$ cat src/common/uart_rx_macros.svh
// -------------------------------------
// uart receiver build constants
// oversampling, baud divisor, buffer size, register map
// -------------------------------------
`ifndef UART_RX_MACROS_SVH
`define UART_RX_MACROS_SVH

`define RX_OVERSAMPLE  16 // ticks per bit
`define RX_HALF_BIT    8  // start edge to mid-bit
`define RX_BAUD_DIV    4  // clocks per tick
`define RX_FIFO_DEPTH  8  // receive buffer entries

// register word addresses
`define RX_ADDR_DATA   0
`define RX_ADDR_STATUS 1
`define RX_ADDR_CTRL   2
`define WB_ADDR_W      2

`endif
$ cat src/common/uart_rx_pkg.sv
// -------------------------------------
// uart receiver shared types
// -------------------------------------
`default_nettype none
`include "uart_rx_macros.svh"

package uart_rx_pkg;

  typedef struct packed {
    logic bit8;       // 8 data bits when set, else 7
    logic parity_en;
    logic odd_n_even; // odd parity when set
  } rx_cfg_t;

  typedef struct packed {
    logic [7:0] data; // bit 7 zero in 7-bit mode
    logic       parity_err;
    logic       framing_err;
  } rx_char_t;

  typedef struct packed {
    logic not_empty;
    logic overflow;
  } rx_status_t;

  typedef struct packed {
    logic                  cyc;
    logic                  stb;
    logic                  we;
    logic [`WB_ADDR_W-1:0] adr;
    logic [7:0]            dat;
  } wb_req_t;

  typedef struct packed {
    logic        ack;
    logic [15:0] dat;
  } wb_rsp_t;

  typedef enum logic [1:0] {
    st_idle = 2'd0,
    st_data = 2'd1,
    st_stop = 2'd2,
    st_wait = 2'd3
  } rx_state_e;

endpackage

`default_nettype wire

$ cat src/logic/uart_rx_top.sv
// -------------------------------------
// uart receiver top level
// -------------------------------------
`default_nettype none

module uart_rx_top (
  input  logic                 clk,
  input  logic                 aresetn,
  input  logic                 rx,
  input  uart_rx_pkg::wb_req_t wb_req,
  output uart_rx_pkg::wb_rsp_t wb_rsp
);

  import uart_rx_pkg::*;

  logic     tick;
  logic     rx_filtered;
  logic     char_valid;
  rx_char_t char_out;
  rx_char_t pop_data;
  logic     empty;
  logic     dropped;
  logic     pop;
  rx_cfg_t  cfg;

  rx_line_sampler rx_line_sampler_inst (
    .clk         (clk),
    .aresetn     (aresetn),
    .rx          (rx),
    .tick        (tick),
    .rx_filtered (rx_filtered)
  );

  rx_deserializer rx_deserializer_inst (
    .clk         (clk),
    .aresetn     (aresetn),
    .tick        (tick),
    .rx_filtered (rx_filtered),
    .cfg         (cfg),
    .char_valid  (char_valid),
    .char_out    (char_out)
  );

  // full is not needed outside, drops are reported instead
  rx_fifo #(.payload_t(rx_char_t)) rx_fifo_inst (
    .clk       (clk),
    .aresetn   (aresetn),
    .push      (char_valid),
    .push_data (char_out),
    .pop       (pop),
    .pop_data  (pop_data),
    .full      (),
    .empty     (empty),
    .dropped   (dropped)
  );

  rx_wb_regs rx_wb_regs_inst (
    .clk      (clk),
    .aresetn  (aresetn),
    .wb_req   (wb_req),
    .wb_rsp   (wb_rsp),
    .empty    (empty),
    .dropped  (dropped),
    .pop_data (pop_data),
    .pop      (pop),
    .cfg      (cfg)
  );

endmodule

`default_nettype wire

$ cat src/logic/rx_wb_regs.sv
// -------------------------------------
// wishbone classic register slave
// control, status and data registers, sticky overflow
// -------------------------------------
`default_nettype none
`include "uart_rx_macros.svh"

module rx_wb_regs (
  input  logic                  clk,
  input  logic                  aresetn,
  input  uart_rx_pkg::wb_req_t  wb_req,
  output uart_rx_pkg::wb_rsp_t  wb_rsp,
  input  logic                  empty,
  input  logic                  dropped,
  input  uart_rx_pkg::rx_char_t pop_data,
  output logic                  pop,
  output uart_rx_pkg::rx_cfg_t  cfg
);

  import uart_rx_pkg::*;

  localparam logic [`WB_ADDR_W-1:0] ADDR_DATA   = `RX_ADDR_DATA;
  localparam logic [`WB_ADDR_W-1:0] ADDR_STATUS = `RX_ADDR_STATUS;
  localparam logic [`WB_ADDR_W-1:0] ADDR_CTRL   = `RX_ADDR_CTRL;

  logic        req;
  logic        take;      // new cycle accepted this clock
  logic        ack;
  logic        served;    // acked, waiting for stb to drop
  logic        data_hit;  // data read of a non-empty FIFO
  logic        stat_hit;
  logic        overflow;
  rx_status_t  status;
  logic [15:0] rd_mux;
  logic [15:0] rd_dat;

  assign req    = wb_req.cyc && wb_req.stb;
  assign take   = req && !ack && !served;
  assign status = '{not_empty: !empty, overflow: overflow | dropped};
  assign pop    = ack && data_hit;

  always_comb
  begin
    case (wb_req.adr)
      ADDR_DATA:   rd_mux = empty ? 16'h0000 : {5'b00000, 1'b1, pop_data}; // bit 10 valid
      ADDR_STATUS: rd_mux = {14'b0, status};
      ADDR_CTRL:   rd_mux = {13'b0, cfg};
      default:     rd_mux = 16'h0000;
    endcase
  end

  // -------------------------------------
  // handshake, config and overflow flag
  // -------------------------------------
  always_ff @(posedge clk or negedge aresetn)
  begin
    if (!aresetn)
    begin
      ack      <= 1'b0;
      served   <= 1'b0;
      data_hit <= 1'b0;
      stat_hit <= 1'b0;
      overflow <= 1'b0;
      cfg      <= '{bit8: 1'b1, parity_en: 1'b0, odd_n_even: 1'b0};
    end
    else
    begin
      ack      <= take;
      data_hit <= take && !wb_req.we && (wb_req.adr == ADDR_DATA) && !empty;
      stat_hit <= take && !wb_req.we && (wb_req.adr == ADDR_STATUS);
      if (!req)
        served <= 1'b0;
      else if (ack)
        served <= 1'b1;
      if (take && wb_req.we && (wb_req.adr == ADDR_CTRL))
        cfg <= rx_cfg_t'(wb_req.dat[2:0]);
      if (dropped)
        overflow <= 1'b1; // a new loss wins over the clear
      else if (ack && stat_hit)
        overflow <= 1'b0;
    end
  end

  always_ff @(posedge clk)
  begin
    if (take)
      rd_dat <= rd_mux;
  end

  assign wb_rsp = '{ack: ack, dat: rd_dat};

  a_ack_after_req : assert property (@(posedge clk) disable iff (!aresetn)
    wb_rsp.ack |-> $past(wb_req.cyc && wb_req.stb));

endmodule

`default_nettype wire

$ cat src/logic/rx_fifo.sv
// -------------------------------------
// synchronous FIFO, any payload type
// refuses pushes when full and flags the loss
// -------------------------------------
`default_nettype none
`include "uart_rx_macros.svh"

module rx_fifo #(
  parameter type payload_t = logic [7:0],
  parameter int  DEPTH     = `RX_FIFO_DEPTH
) (
  input  logic     clk,
  input  logic     aresetn,
  input  logic     push,
  input  payload_t push_data,
  input  logic     pop,
  output payload_t pop_data,
  output logic     full,
  output logic     empty,
  output logic     dropped
);

  localparam int AW   = (DEPTH > 1) ? $clog2(DEPTH) : 1;
  localparam int CNTW = $clog2(DEPTH + 1);

  payload_t        mem [DEPTH];
  logic [AW-1:0]   wr_ptr;
  logic [AW-1:0]   rd_ptr;
  logic [CNTW-1:0] count;
  logic            do_push;
  logic            do_pop;

  function automatic logic [AW-1:0] ptr_inc(input logic [AW-1:0] p);
    return (p == AW'(DEPTH - 1)) ? '0 : p + 1'b1;
  endfunction

  assign full     = (count == CNTW'(DEPTH));
  assign empty    = (count == '0);
  assign do_push  = push && !full;
  assign do_pop   = pop && !empty; // pop on empty ignored
  assign pop_data = mem[rd_ptr];   // head always visible

  always_ff @(posedge clk)
  begin
    if (do_push)
      mem[wr_ptr] <= push_data;
  end

  always_ff @(posedge clk or negedge aresetn)
  begin
    if (!aresetn)
    begin
      wr_ptr  <= '0;
      rd_ptr  <= '0;
      count   <= '0;
      dropped <= 1'b0;
    end
    else
    begin
      dropped <= push && full;
      if (do_push)
        wr_ptr <= ptr_inc(wr_ptr);
      if (do_pop)
        rd_ptr <= ptr_inc(rd_ptr);
      if (do_push && !do_pop)
        count <= count + 1'b1;
      else if (do_pop && !do_push)
        count <= count - 1'b1;
    end
  end

  a_count_bound : assert property (@(posedge clk) disable iff (!aresetn)
    count <= CNTW'(DEPTH));

endmodule

`default_nettype wire

$ cat src/rx_frame/rx_deserializer.sv
// -------------------------------------
// serial frame deserializer
// start detect, data and parity sampling, stop check
// -------------------------------------
`default_nettype none
`include "uart_rx_macros.svh"

module rx_deserializer (
  input  logic                  clk,
  input  logic                  aresetn,
  input  logic                  tick,
  input  logic                  rx_filtered,
  input  uart_rx_pkg::rx_cfg_t  cfg,
  output logic                  char_valid,
  output uart_rx_pkg::rx_char_t char_out
);

  import uart_rx_pkg::*;

  localparam int CW = $clog2(`RX_OVERSAMPLE);

  rx_state_e     state;
  logic [CW-1:0] tick_cnt;  // ticks within the current bit
  logic [3:0]    bit_idx;   // data and parity bits taken so far
  logic [3:0]    last_idx;  // index of the final data or parity bit
  logic [3:0]    n_data;
  rx_cfg_t       cfg_l;     // config frozen for the frame
  logic [7:0]    shift;
  logic          par_acc;   // xor over data and parity bits
  logic          mid_bit;
  logic          start_ok;

  assign mid_bit  = tick && (tick_cnt == CW'(`RX_OVERSAMPLE - 1));
  assign start_ok = tick && !rx_filtered && (tick_cnt == CW'(`RX_HALF_BIT - 1));
  assign n_data   = cfg_l.bit8 ? 4'd8 : 4'd7;

  // -------------------------------------
  // frame FSM
  // -------------------------------------
  always_ff @(posedge clk or negedge aresetn)
  begin
    if (!aresetn)
    begin
      state      <= st_idle;
      tick_cnt   <= '0;
      bit_idx    <= '0;
      last_idx   <= 4'd7;
      cfg_l      <= '{bit8: 1'b1, parity_en: 1'b0, odd_n_even: 1'b0};
      par_acc    <= 1'b0;
      char_valid <= 1'b0;
    end
    else
    begin
      char_valid <= 1'b0;
      case (state)
        st_idle:
        begin
          if (tick)
          begin
            if (rx_filtered)
              tick_cnt <= '0; // glitch or idle line restarts the count
            else if (start_ok)
            begin
              state    <= st_data;
              tick_cnt <= '0;
              bit_idx  <= '0;
              par_acc  <= 1'b0;
              cfg_l    <= cfg;
              last_idx <= (cfg.bit8 ? 4'd7 : 4'd6) + {3'b000, cfg.parity_en};
            end
            else
              tick_cnt <= tick_cnt + 1'b1;
          end
        end
        st_data:
        begin
          if (mid_bit)
          begin
            tick_cnt <= '0;
            par_acc  <= par_acc ^ rx_filtered;
            bit_idx  <= bit_idx + 1'b1;
            if (bit_idx == last_idx)
              state <= st_stop;
          end
          else if (tick)
            tick_cnt <= tick_cnt + 1'b1;
        end
        st_stop:
        begin
          if (mid_bit)
          begin
            tick_cnt   <= '0;
            char_valid <= 1'b1;
            state      <= st_wait;
          end
          else if (tick)
            tick_cnt <= tick_cnt + 1'b1;
        end
        default: // st_wait lets a low stop bit clear
        begin
          if (tick)
          begin
            if (rx_filtered || (tick_cnt == CW'(`RX_HALF_BIT - 1)))
            begin
              state    <= st_idle;
              tick_cnt <= '0;
            end
            else
              tick_cnt <= tick_cnt + 1'b1;
          end
        end
      endcase
    end
  end

  // shift register and character output
  always_ff @(posedge clk)
  begin
    if ((state == st_data) && mid_bit && (bit_idx < n_data))
      shift <= {rx_filtered, shift[7:1]}; // lsb first
    if ((state == st_stop) && mid_bit)
    begin
      char_out.data        <= cfg_l.bit8 ? shift : {1'b0, shift[7:1]};
      char_out.parity_err  <= cfg_l.parity_en & (par_acc ^ cfg_l.odd_n_even);
      char_out.framing_err <= ~rx_filtered;
    end
  end

  a_state_legal : assert property (@(posedge clk) disable iff (!aresetn)
    state inside {st_idle, st_data, st_stop, st_wait});

endmodule

`default_nettype wire

$ cat src/rx_frame/rx_line_sampler.sv
// -------------------------------------
// serial line sampler
// baud tick divider and 3-sample majority glitch filter
// -------------------------------------
`default_nettype none
`include "uart_rx_macros.svh"

module rx_line_sampler (
  input  logic clk,
  input  logic aresetn,
  input  logic rx,
  output logic tick,
  output logic rx_filtered
);

  localparam int DIV_W = (`RX_BAUD_DIV > 1) ? $clog2(`RX_BAUD_DIV) : 1;

  logic [DIV_W-1:0] div_cnt;
  logic [2:0]       samples; // [2] is the newest

  // tick generator, one clock every RX_BAUD_DIV clocks
  always_ff @(posedge clk or negedge aresetn)
  begin
    if (!aresetn)
    begin
      div_cnt <= '0;
      tick    <= 1'b0;
    end
    else if (div_cnt == DIV_W'(`RX_BAUD_DIV - 1))
    begin
      div_cnt <= '0;
      tick    <= 1'b1;
    end
    else
    begin
      div_cnt <= div_cnt + 1'b1;
      tick    <= 1'b0;
    end
  end

  always_ff @(posedge clk or negedge aresetn)
  begin
    if (!aresetn)
      samples <= 3'b111; // idle line is high
    else if (tick)
      samples <= {rx, samples[2:1]};
  end

  // any two of three
  assign rx_filtered = (samples[0] & samples[1]) | (samples[0] & samples[2]) |
                       (samples[1] & samples[2]);

  a_tick_single : assert property (@(posedge clk) disable iff (!aresetn)
    (`RX_BAUD_DIV > 1) && tick |=> !tick);

endmodule

`default_nettype wire

$ cat config.mk
export PLATFORM = sky130hd
export DESIGN_NAME = uart_rx_top
export DESIGN_NICKNAME = d
export VERILOG_FILES = /design/src/common/uart_rx_pkg.sv /design/src/logic/uart_rx_top.sv /design/src/logic/rx_wb_regs.sv /design/src/logic/rx_fifo.sv /design/src/rx_frame/rx_deserializer.sv /design/src/rx_frame/rx_line_sampler.sv
export VERILOG_INCLUDE_DIRS = /design/src /design/src/common
export SDC_FILE = /design/constraint.sdc
export NUM_CORES = 1
export LEC_CHECK = 0
export ABC_AREA = 0
export BUFFER_PORTS_ARGS = -buffer_cell sky130_fd_sc_hd__buf_2
export CAP_MARGIN = 20
export CORE_AREA = 5 5 133 110
export DETAILED_ROUTE_END_ITERATION = 10
export DIE_AREA = 0 0 138 115
export GPL_TIMING_DRIVEN = 0
export PLACE_DENSITY_LB_ADDON = 0.3
export SLEW_MARGIN = 0
export SYNTH_ARGS = -nofsm -noshare
export SYNTH_HDL_FRONTEND = slang
export SYNTH_SLANG_ARGS = --single-unit
$ cat constraint.sdc
create_clock -name clk -period 3.1 [get_ports clk]
set_input_delay 0 -clock clk [delete_from_list [all_inputs] [get_ports clk]]
set_output_delay 0 -clock clk [all_outputs]
set_load 0.01 [all_outputs]
==> flow_summary.ini, run 1 <==
[die]
die_area_um2 = 15870
num_rows = 38
initial_core_util_pct = 48.54
die_h_um = 115
core_area_um2 = 13220
io-pin-count = 33
fp.dieW_um = 138

[global_route]
overflow = 0
grt_start_max_net_pins = 44
antenna_found_initial = 0
grt_usage_pct = 15.71
grt_pass1_wl_um = 19240
grt_pass1_vias = 3659

[routing]
ant_nets = 0
vias = 3538
drt-initial-drc-count = 214
first_pass_iters = 4
routed_via_density = 5.451
wirelength_um = 11500
wire_per_inst_um = 17.71
route.detailed.drc = 0

[clock_network]
h-tree-depth = 4
post-cts-setup-buffers = 0
path_clk_slew_ps = 60
post_cts_resized = 0
cts_tree = yes
cts_sinks = 152
clk_path_buf_depth = 2
cts_made_buffers = 17
clock_latency_ps = 420
cts_root_buffer = clkbuf_16

[logic_synthesis]
ys.warnings.count = 0
postSynth.asyncResetShare_pct = 28.29
yosys.area.top_type = edfxtp_1
synth_top_area_share_pct = 51.01
syn_area_um2 = 6416
ys_seq_area_share_pct = 67.92
yosysMostFrequentCell = edfxtp_1
avgSynthCellArea_um2 = 16.16
yosys_register_bits = 152
yosys-top-cells-area = edfxtp_1 (51%), dfrtp_1 (14%), mux4_2 (7.0%), mux2_2 (3.7%), ha_1 (3.5%)
synth_ff_type = edfxtp_1
synth_edf_count = 109
ys_types = 55
ys_top_cells_by_count = edfxtp_1 (109), dfrtp_1 (36), nand2_1 (23)
syn_inst = 397

[pwr]
leakage_nw = 2.819
internal-power_w = 0.003578
p_clk_share_pct = 43.4
p_sw_share_pct = 22.33
pwr-share-seq_pct = 49.2
combinationalPowerShare_pct = 7.5
pwr_density_cell_nw_per_um2 = 610.0
p_switching_w = 0.001028
peakVddDrop_mv = 0.4640

[critical_path]
worst_setup_path_start_kind = flip-flop
cp.arrival_ps = 3090
r2r-start = rx_fifo_inst.count[0]
r2r_end = rx_fifo_inst.count[3]
crit_path_end_kind = flip-flop
crit_fanout = 5
rr_worst_depth = 10
reg2reg_slack_ps = 350
setup.worst_path.class = reg2reg
crit_required_ps = 3440

[run]
maxCapViolCount = 0

[timing]
worst_pin_slew_ps = 1002
timing.final.crit_share_pct = 88.70
slew_viol_final = 0
finClkSkew_ps = 10.19
max_freq_mhz = 363.7
rsz0062_at_grt = false
setup_viol = 0
relSlewSlack_pct = 32.94
min_period_ps = 2750
fin_ws_ps = 350.4
hold_viol_final = 0

[final_layout]
drive_gt1_share_pct = 28.14
synthToLayoutAreaGrowth_pct = 17.69
finalCoreUtilization_pct = 57.13
antennaDiodeCount = 0
nNetsFinal = 491

[hold_path]
min_path_cells = 3
min_path_type = in2reg
min_from = wb_req[8]
whs_endpoint = rx_wb_regs_inst.rd_dat[1]

[placed_design]
port_buffers = 22
routabilityCongestion = 0.7678
dp_slack_ps = 330.2
post-dp-hpwl_um = 7611

[outcome]
status = finished, final reports clean
==> power by group through the flow <==
stage	combinational (W)	sequential (W)	clock (W)
6_report	0.000344	0.00227	0.00200
5_1_grt	0.000375	0.00227	0.00214
4_1_cts	0.000340	0.00227	0.00204
3_5_place_dp	0.000329	0.00231	0
3_3_place_gp	0.000314	0.00230	0
2_1_floorplan	0.000246	0.00229	0
==> sequential cells by signal, summed over array words and instances (netlist names), 2 cells and up <==
| name | cells |
|---|---|
| rx_wb_regs_inst.cfg | 3 |
| rx_fifo_inst.wr_ptr | 3 |
| rx_deserializer_inst.last_idx | 3 |
| rx_fifo_inst.count | 4 |
| rx_fifo_inst.mem | 80 |
| rx_deserializer_inst.tick_cnt | 4 |
| rx_line_sampler_inst.samples | 3 |
| rx_deserializer_inst.shift | 8 |
| rx_wb_regs_inst.rd_dat | 11 |
| rx_deserializer_inst.cfg_l | 3 |
| rx_fifo_inst.rd_ptr | 3 |
| rx_deserializer_inst.state | 2 |
| rx_deserializer_inst.char_out | 10 |
| rx_line_sampler_inst.div_cnt | 2 |
| rx_deserializer_inst.bit_idx | 4 |
==> repair_timing <==
item                                   4_1_cts  5_1_grt
setup endpoints to repair                    0        1
endpoints found under the hold margin       44        0
hold buffers                                11        0
==> stage by stage <==
stage	setup TNS, ps	area [um^2]	hold slack, ps	total power, W	std cells
floorplan	0	6431	-295.6	0.002537	401
global placement	-10050	6766	194.7	0.002617	603
detailed placement	0	6855	201.5	0.002635	607
CTS	0	7555	21.80	0.004641	650
global route	0	7551	64.04	0.004782	649
finish	0	7551	39.22	0.004606	649
==> cell usage in the layout (no fill, tap or decap), types with 3 or more instances in the layout <==
cell	instances
o21ai_0	9
nor3_2	3
nor2_1	18
buf_2	26
xnor2_1	6
clkbuf_1	6
clkbuf_8	3
o22ai_1	3
and3_1	4
mux4_2	20
nand3_1	7
ha_1	18
nor2b_1	3
and2_1	3
buf_4	6
clkbuf_16	20
a21o_1	4
mux2i_1	15
inv_1	16
nor4_1	4
clkinv_2	4
dfrtp_1	36
conb_1	5
mux2_2	21
buf_6	5
a21oi_1	4
o211ai_1	3
dlygate4sd3_1	11
nand2_1	23
edfxtp_1	109
dfstp_2	7
nor3_1	5
nor3b_2	3
==> kinds of logic (layout without fill, tap and decap cells) <==
| logic type | count (synthesis) | in the layout | share of synthesized area, % |
|---|---|---|---|
| flops | 152 | 152 | 67.92 |
| simple gates | 89 | 89 | 7.410 |
| mux | 56 | 56 | 13.05 |
| compound gates | 37 | 37 | 3.861 |
| buf+inv | 35 | 103 | 2.749 |
| fa+ha+maj | 20 | 20 | 3.998 |
| xor+xnor | 7 | 7 | 0.9556 |
| other cells | 1 | 5 | 0.05845 |
==> worst max-delay path by stage <==
stage / from / end / slack, ps
floorplan: rx_deserializer_inst.cfg_l[2] / rx_deserializer_inst.shift[0] / 40
global placement: rx_fifo_inst.count[0] / rx_fifo_inst.mem[2][4] / -460
detailed placement: rx_fifo_inst.count[0] / rx_fifo_inst.count[3] / 330
CTS: rx_fifo_inst.count[0] / rx_fifo_inst.count[3] / 310
global route: rx_fifo_inst.count[0] / rx_fifo_inst.count[3] / 190
finish: rx_fifo_inst.count[0] / rx_fifo_inst.count[3] / 350
==> area by class of cell <==
type	count	area, um^2
plain buffers	18	112.6
clock buffers	23	531.8
clock inverters	9	57.56
fillers	1010	5667
inverters	16	60.06
multi-input cells	214	1941
flip-flops and latches	152	4358
well taps	180	225.2
repair buffers	37	265.3
==> metal layers <==
metal  wire, um  track usage, %  share of wire, %
met1       5114           20.12                44
met2       5650           25.65                49
met3        547           4.906               4.8
met4        184           5.793               1.6
met5          0               0                 0
==> worst max-delay path: stages (launching register included) <==
cell and delay (ps):
dfrtp_1 450, nor4_1 580, nor2_1 240, inv_1 120, ha_1 170, inv_1 100
ha_1 300, a21o_1 170, a21oi_1 170, mux2i_1 230, xnor2_1 150
Power figures use the tool's default switching activity.
==> run 2: changes to the inputs <==
- ABC_AREA: 0 -> 1
- CTS_BUF_LIST: not set -> sky130_fd_sc_hd__clkbuf_8
==> flow_summary.ini, run 2 <==
[clock_network]
clock_latency_ps = 460
post_cts_resized = 0
post-cts-setup-buffers = 0
cts_root_buffer = clkbuf_8
cts_made_buffers = 17
path_clk_slew_ps = 100
hold_buffers = 12
cts_tree = yes
clk_path_buf_depth = 2
cts_sinks = 152
h-tree-depth = 4

[logic_synthesis]
yosysMostFrequentCell = edfxtp_1
synth_top_area_share_pct = 50.80
ys_top_cells_by_count = edfxtp_1 (109), nor2_1 (92), nand2_1 (82)
synth_edf_count = 109
syn_area_um2 = 6444
ys.warnings.count = 0
yosys_register_bits = 152
syn_inst = 560
ys_seq_area_share_pct = 67.63
yosys-top-cells-area = edfxtp_1 (51%), dfrtp_1 (14%), nor2_1 (5.4%), nand2_1 (4.8%), o21ai_0 (4.4%)
ys_types = 41
postSynth.asyncResetShare_pct = 28.29
yosys.area.top_type = edfxtp_1
synth_ff_type = edfxtp_1
avgSynthCellArea_um2 = 11.51

[critical_path]
setup.worst_path.class = in2reg
worst_setup_path_start_kind = input port
reg2reg_slack_ps = 630
crit_path_end_kind = flip-flop
crit_required_ps = 3510
crit_fanout = 14
cp.arrival_ps = 2900

[global_route]
overflow = 0
grt_usage_pct = 17.10
antenna_found_initial = 0
grt_pass1_vias = 4260
grt_start_max_net_pins = 44
grt_pass1_wl_um = 21290

[placed_design]
port_buffers = 22
routabilityCongestion = 0.8441
post-dp-hpwl_um = 8536
dpl_cell_area_um2 = 6794
dp.cells = 766

[final_layout]
top_regs = rx_fifo_inst.mem x80, rx_wb_regs_inst.rd_dat x11, rx_deserializer_inst.char_out x10
nNetsFinal = 652
design_area_um2 = 7295
fillerInstances = 1128
stdcell_count = 810
synthToLayoutAreaGrowth_pct = 13.20
final_common_cell = edfxtp_1
regArea_um2 = 4358
largest_register_ffs = 80
final_cell_mix = edfxtp_1 (109), nor2_1 (92), nand2_1 (82)
antennaDiodeCount = 0
multi_input_area_um2 = 1818
top_register = rx_fifo_inst.mem
drive_gt1_share_pct = 15.08

[timing]
slew_viol_final = 0
hold_viol_final = 0
setup_viol = 0
relSlewSlack_pct = 31.78
max_freq_mhz = 401.7
rsz0062_at_grt = false
worst_pin_slew_ps = 1020
min_period_ps = 2490
tns_ps = 0
timing.final.crit_share_pct = 80.31
finClkSkew_ps = 22.06

[die]
core_area_um2 = 13220
die_h_um = 115
initial_core_util_pct = 48.75
num_rows = 38
fp.dieW_um = 138
die_area_um2 = 15870
io-pin-count = 33

[hold_path]
min_path_type = in2async

[pwr]
totalPowerFinal_w = 0.004101
leakage_nw = 2.953
peakVddDrop_mv = 0.2921
pwr_density_cell_nw_per_um2 = 562.2

[run]
maxCapViolCount = 0

[routing]
ant_nets = 0
first_pass_iters = 5
vias = 4243
routed_via_density = 5.238
wire_per_inst_um = 15.84
route.detailed.drc = 0
wirelength_um = 12830
drt-initial-drc-count = 298

[outcome]
status = finished, final reports clean
## run 2: metrics by stage
stage,util [%],hold WS [ps],setup WS (ps)
after floorplan,-,-295.6,939.2
after global placement,51.40,185.7,698.2
after detailed placement,51.40,206.8,627.2
after CTS,55.19,265.5,605.6
after global routing,55.19,322.7,395.3
final,55.19,242.1,610.4
## run 2: kinds of logic (layout without fill, tap and decap cells)
group           Yosys count  count (layout)  synth area share [%]
other cells               1               5               0.05820
compound gates          109             109                 9.476
flops                   152             152                 67.63
buf+inv                  65             131                 4.388
fa+ha+maj                19              19                 3.806
xor+xnor                  7               7                0.9515
mux                       5               5                0.8543
simple gates            202             202                 12.84
## run 2: cell type report
type,instances,area share (%)
clock buffer,19,3.585
tap,180,3.087
multi-input combinational,347,24.92
inverter,41,2.127
clock inverter,13,1.630
timing repair buffer,34,3.156
sequential,152,59.74
buffer,24,1.750
## run 2: path summary, 6_finish.rpt
path                                                 startpoint                         endpoint  cells after the start
worst min-delay path                                    aresetn             rx_fifo_inst.dropped                      2
max in group asynchronous                               aresetn           rx_fifo_inst.wr_ptr[2]                      2
worst max-delay path                                 wb_req[11]         rx_wb_regs_inst.data_hit                      8
worst min register to register  rx_line_sampler_inst.div_cnt[0]  rx_line_sampler_inst.div_cnt[0]                      1
worst max register to register            rx_fifo_inst.count[0]            rx_fifo_inst.count[3]                     13
min in group clk                                             rx  rx_line_sampler_inst.samples[2]                      4
## run 2: per-layer routing
metal  share of wire, %  vias to the layer above  global-route usage, %
met5                  0                        -                      0
met4                1.1                        0                  5.662
met3                6.3                       15                  4.491
met2                 48                      128                  28.41
met1                 45                     2067                  22.26
li1                   -                     2033                      -
## run 2: worst max-delay path, cell delays in order
cell           delay [ps]
dlygate4sd3_1         520
buf_2                  90
nand2_1                40
dlygate4sd3_1         570
nor3_2                740
nand2_1               160
nor4_1                190
dlygate4sd3_1         570
## run 2: report_power, final
group	internal (W)	switching [W]
registers	0.00222	0.0000608
clock network	0.000682	0.000771
logic	0.000144	0.000226
==> run 3: changes to the inputs <==
- ABC_AREA: 1 -> 0
- clock period: 3.1 -> 2.4 ns (I/O delays scaled with it)
==> flow_summary.ini, run 3 (synthesis gave the netlist of run 1 again) <==
[critical_path]
rr_worst_depth = 10
crit_fanout = 5
worst_setup_path_start_kind = flip-flop
r2r_end = rx_fifo_inst.count[3]
r2r-start = rx_fifo_inst.count[1]
cp.arrival_ps = 2690
reg2reg_slack_ps = 70
setup.worst_path.class = reg2reg
crit_required_ps = 2760
crit_path_end_kind = flip-flop

[timing]
max_freq_mhz = 428.3
rsz0062_at_grt = true
slew_viol_final = 0
finClkSkew_ps = 13.70
worst_pin_slew_ps = 966.3
timing.final.crit_share_pct = 97.27
hold_viol_final = 0
setup_viol = 0
hold_ws_ps = 231.5
min_period_ps = 2335
relSlewSlack_pct = 35.04

[final_layout]
fillerInstances = 1063
stdcell_count = 653
antennaDiodeCount = 0
top_regs = rx_fifo_inst.mem x80, rx_wb_regs_inst.rd_dat x11, rx_deserializer_inst.char_out x10
finalCoreUtilization_pct = 56.47
design_area_um2 = 7463
synthToLayoutAreaGrowth_pct = 16.32
regArea_um2 = 4360
multi_input_area_um2 = 2001
nNetsFinal = 495
largest_register_ffs = 80
final_common_cell = edfxtp_1
top_register = rx_fifo_inst.mem
final_cell_mix = edfxtp_1 (109), dfrtp_1 (34), buf_2 (26)
drive_gt1_share_pct = 30.23

[placed_design]
post-dp-hpwl_um = 7532
routabilityCongestion = 0.7918
dp.cells = 607
dpl_cell_area_um2 = 6857
port_buffers = 22

[die]
die_h_um = 115
num_rows = 38
fp.dieW_um = 138
io-pin-count = 33
core_area_um2 = 13220
initial_core_util_pct = 48.54
die_area_um2 = 15870

[outcome]
status = finished, final reports clean

[global_route]
antenna_found_initial = 0
overflow = 0
grt_start_max_net_pins = 44
grt_usage_pct = 15.00
grt_pass1_wl_um = 18330
grt_pass1_vias = 3490

[pwr]
combinationalPowerShare_pct = 8.2
p_switching_w = 0.001261
pwr-share-seq_pct = 54.5
pwr_density_cell_nw_per_um2 = 717.7
internal-power_w = 0.004096
peakVddDrop_mv = 0.4066
totalPowerFinal_w = 0.005357
p_sw_share_pct = 23.54
leakage_nw = 2.767
p_clk_share_pct = 37.3

[clock_network]
clock_latency_ps = 440
cts_tree = yes
h-tree-depth = 4
cts_sinks = 152
clk_path_buf_depth = 2
path_clk_slew_ps = 90
cts_root_buffer = clkbuf_8
cts_made_buffers = 17

[routing]
ant_nets = 0
first_pass_iters = 4
drt-initial-drc-count = 176
wire_per_inst_um = 16.92
wirelength_um = 11050
routed_via_density = 5.263
vias = 3437
route.detailed.drc = 0

[hold_path]
min_path_type = in2async

[run]
maxCapViolCount = 0
run 3: cell count changes in the layout (fill, tap and decap cells not counted), sizes merged, moves of 5 or more:
cell	previous run	this run
inv	44	26
mux4	0	20
nor2	93	18
nand3	16	7
mux2i	1	15
nor3	2	8
clkbuf	28	23
clkinv	7	1
o22ai	17	3
o21ai	74	9
mux2	4	21
nand2	85	23
a21oi	10	4
run 3: layout make-up:
class	instances	share of cell area [%]
Buffer	18	1.509
Clock buffer	17	3.135
Clock inverter	15	2.314
Inverter	16	0.8047
Multi-Input combinational cell	214	26.81
Sequential cell	152	58.42
Tap cell	180	3.018
Timing Repair Buffer	41	3.990
run 3: how the worst max path moves through the flow:
stage / from / end / slack, ps
CTS: rx_fifo_inst.count[0] / rx_fifo_inst.count[3] / -110
global placement: rx_fifo_inst.count[0] / rx_fifo_inst.mem[2][5] / -1060
floorplan: rx_fifo_inst.count[0] / rx_fifo_inst.mem[2][0] / -40
detailed placement: rx_fifo_inst.count[0] / rx_fifo_inst.count[3] / -310
finish: rx_fifo_inst.count[1] / rx_fifo_inst.count[3] / 70
global route: rx_fifo_inst.count[1] / rx_fifo_inst.count[3] / -80
run 3: power by group through the flow:
stage               clock [W]  sequential [W]  combinational, W
floorplan                   0         0.00296          0.000320
global placement            0         0.00298          0.000407
CTS                   0.00205         0.00292          0.000438
global route          0.00216         0.00293          0.000487
finish                0.00200         0.00292          0.000440
detailed placement          0         0.00298          0.000420
run 3: metal layers:
metal / global-route usage (%) / part of all wire, % / up-vias
met5: 0 / 0 / -
met4: 6.254 / 1.2 / 0
met3: 4.116 / 3.3 / 11
met2: 24.54 / 49 / 60
met1: 19.22 / 47 / 1732
li1: - / - / 1634
run 3: critical path: stages (launching register included):
cell	delay (ps)
dfrtp_2	470
nor4_4	330
nor2_2	130
inv_1	70
ha_1	170
inv_2	70
ha_1	290
a21o_1	190
a21oi_2	150
mux2i_1	230
xnor2_1	140
run 3: stage by stage:
step	TNS (ps)	setup WS (ps)
2_1_floorplan	-414.6	-41.46
3_3_place_gp	-43950	-1061
3_5_place_dp	-2940	-313.0
4_1_cts	-106.1	-106.1
5_1_grt	-77.51	-77.51
6_report	0	65.44
run 3: repair_timing:
action                                  CTS  global route
buffers inserted                          0             3
pin swaps                                 0             2
endpoints found under the setup margin   36            24
endpoints found under the hold margin    44             0
resized for setup                        10             5
hold buffers                             12             0
gates cloned                              0             0
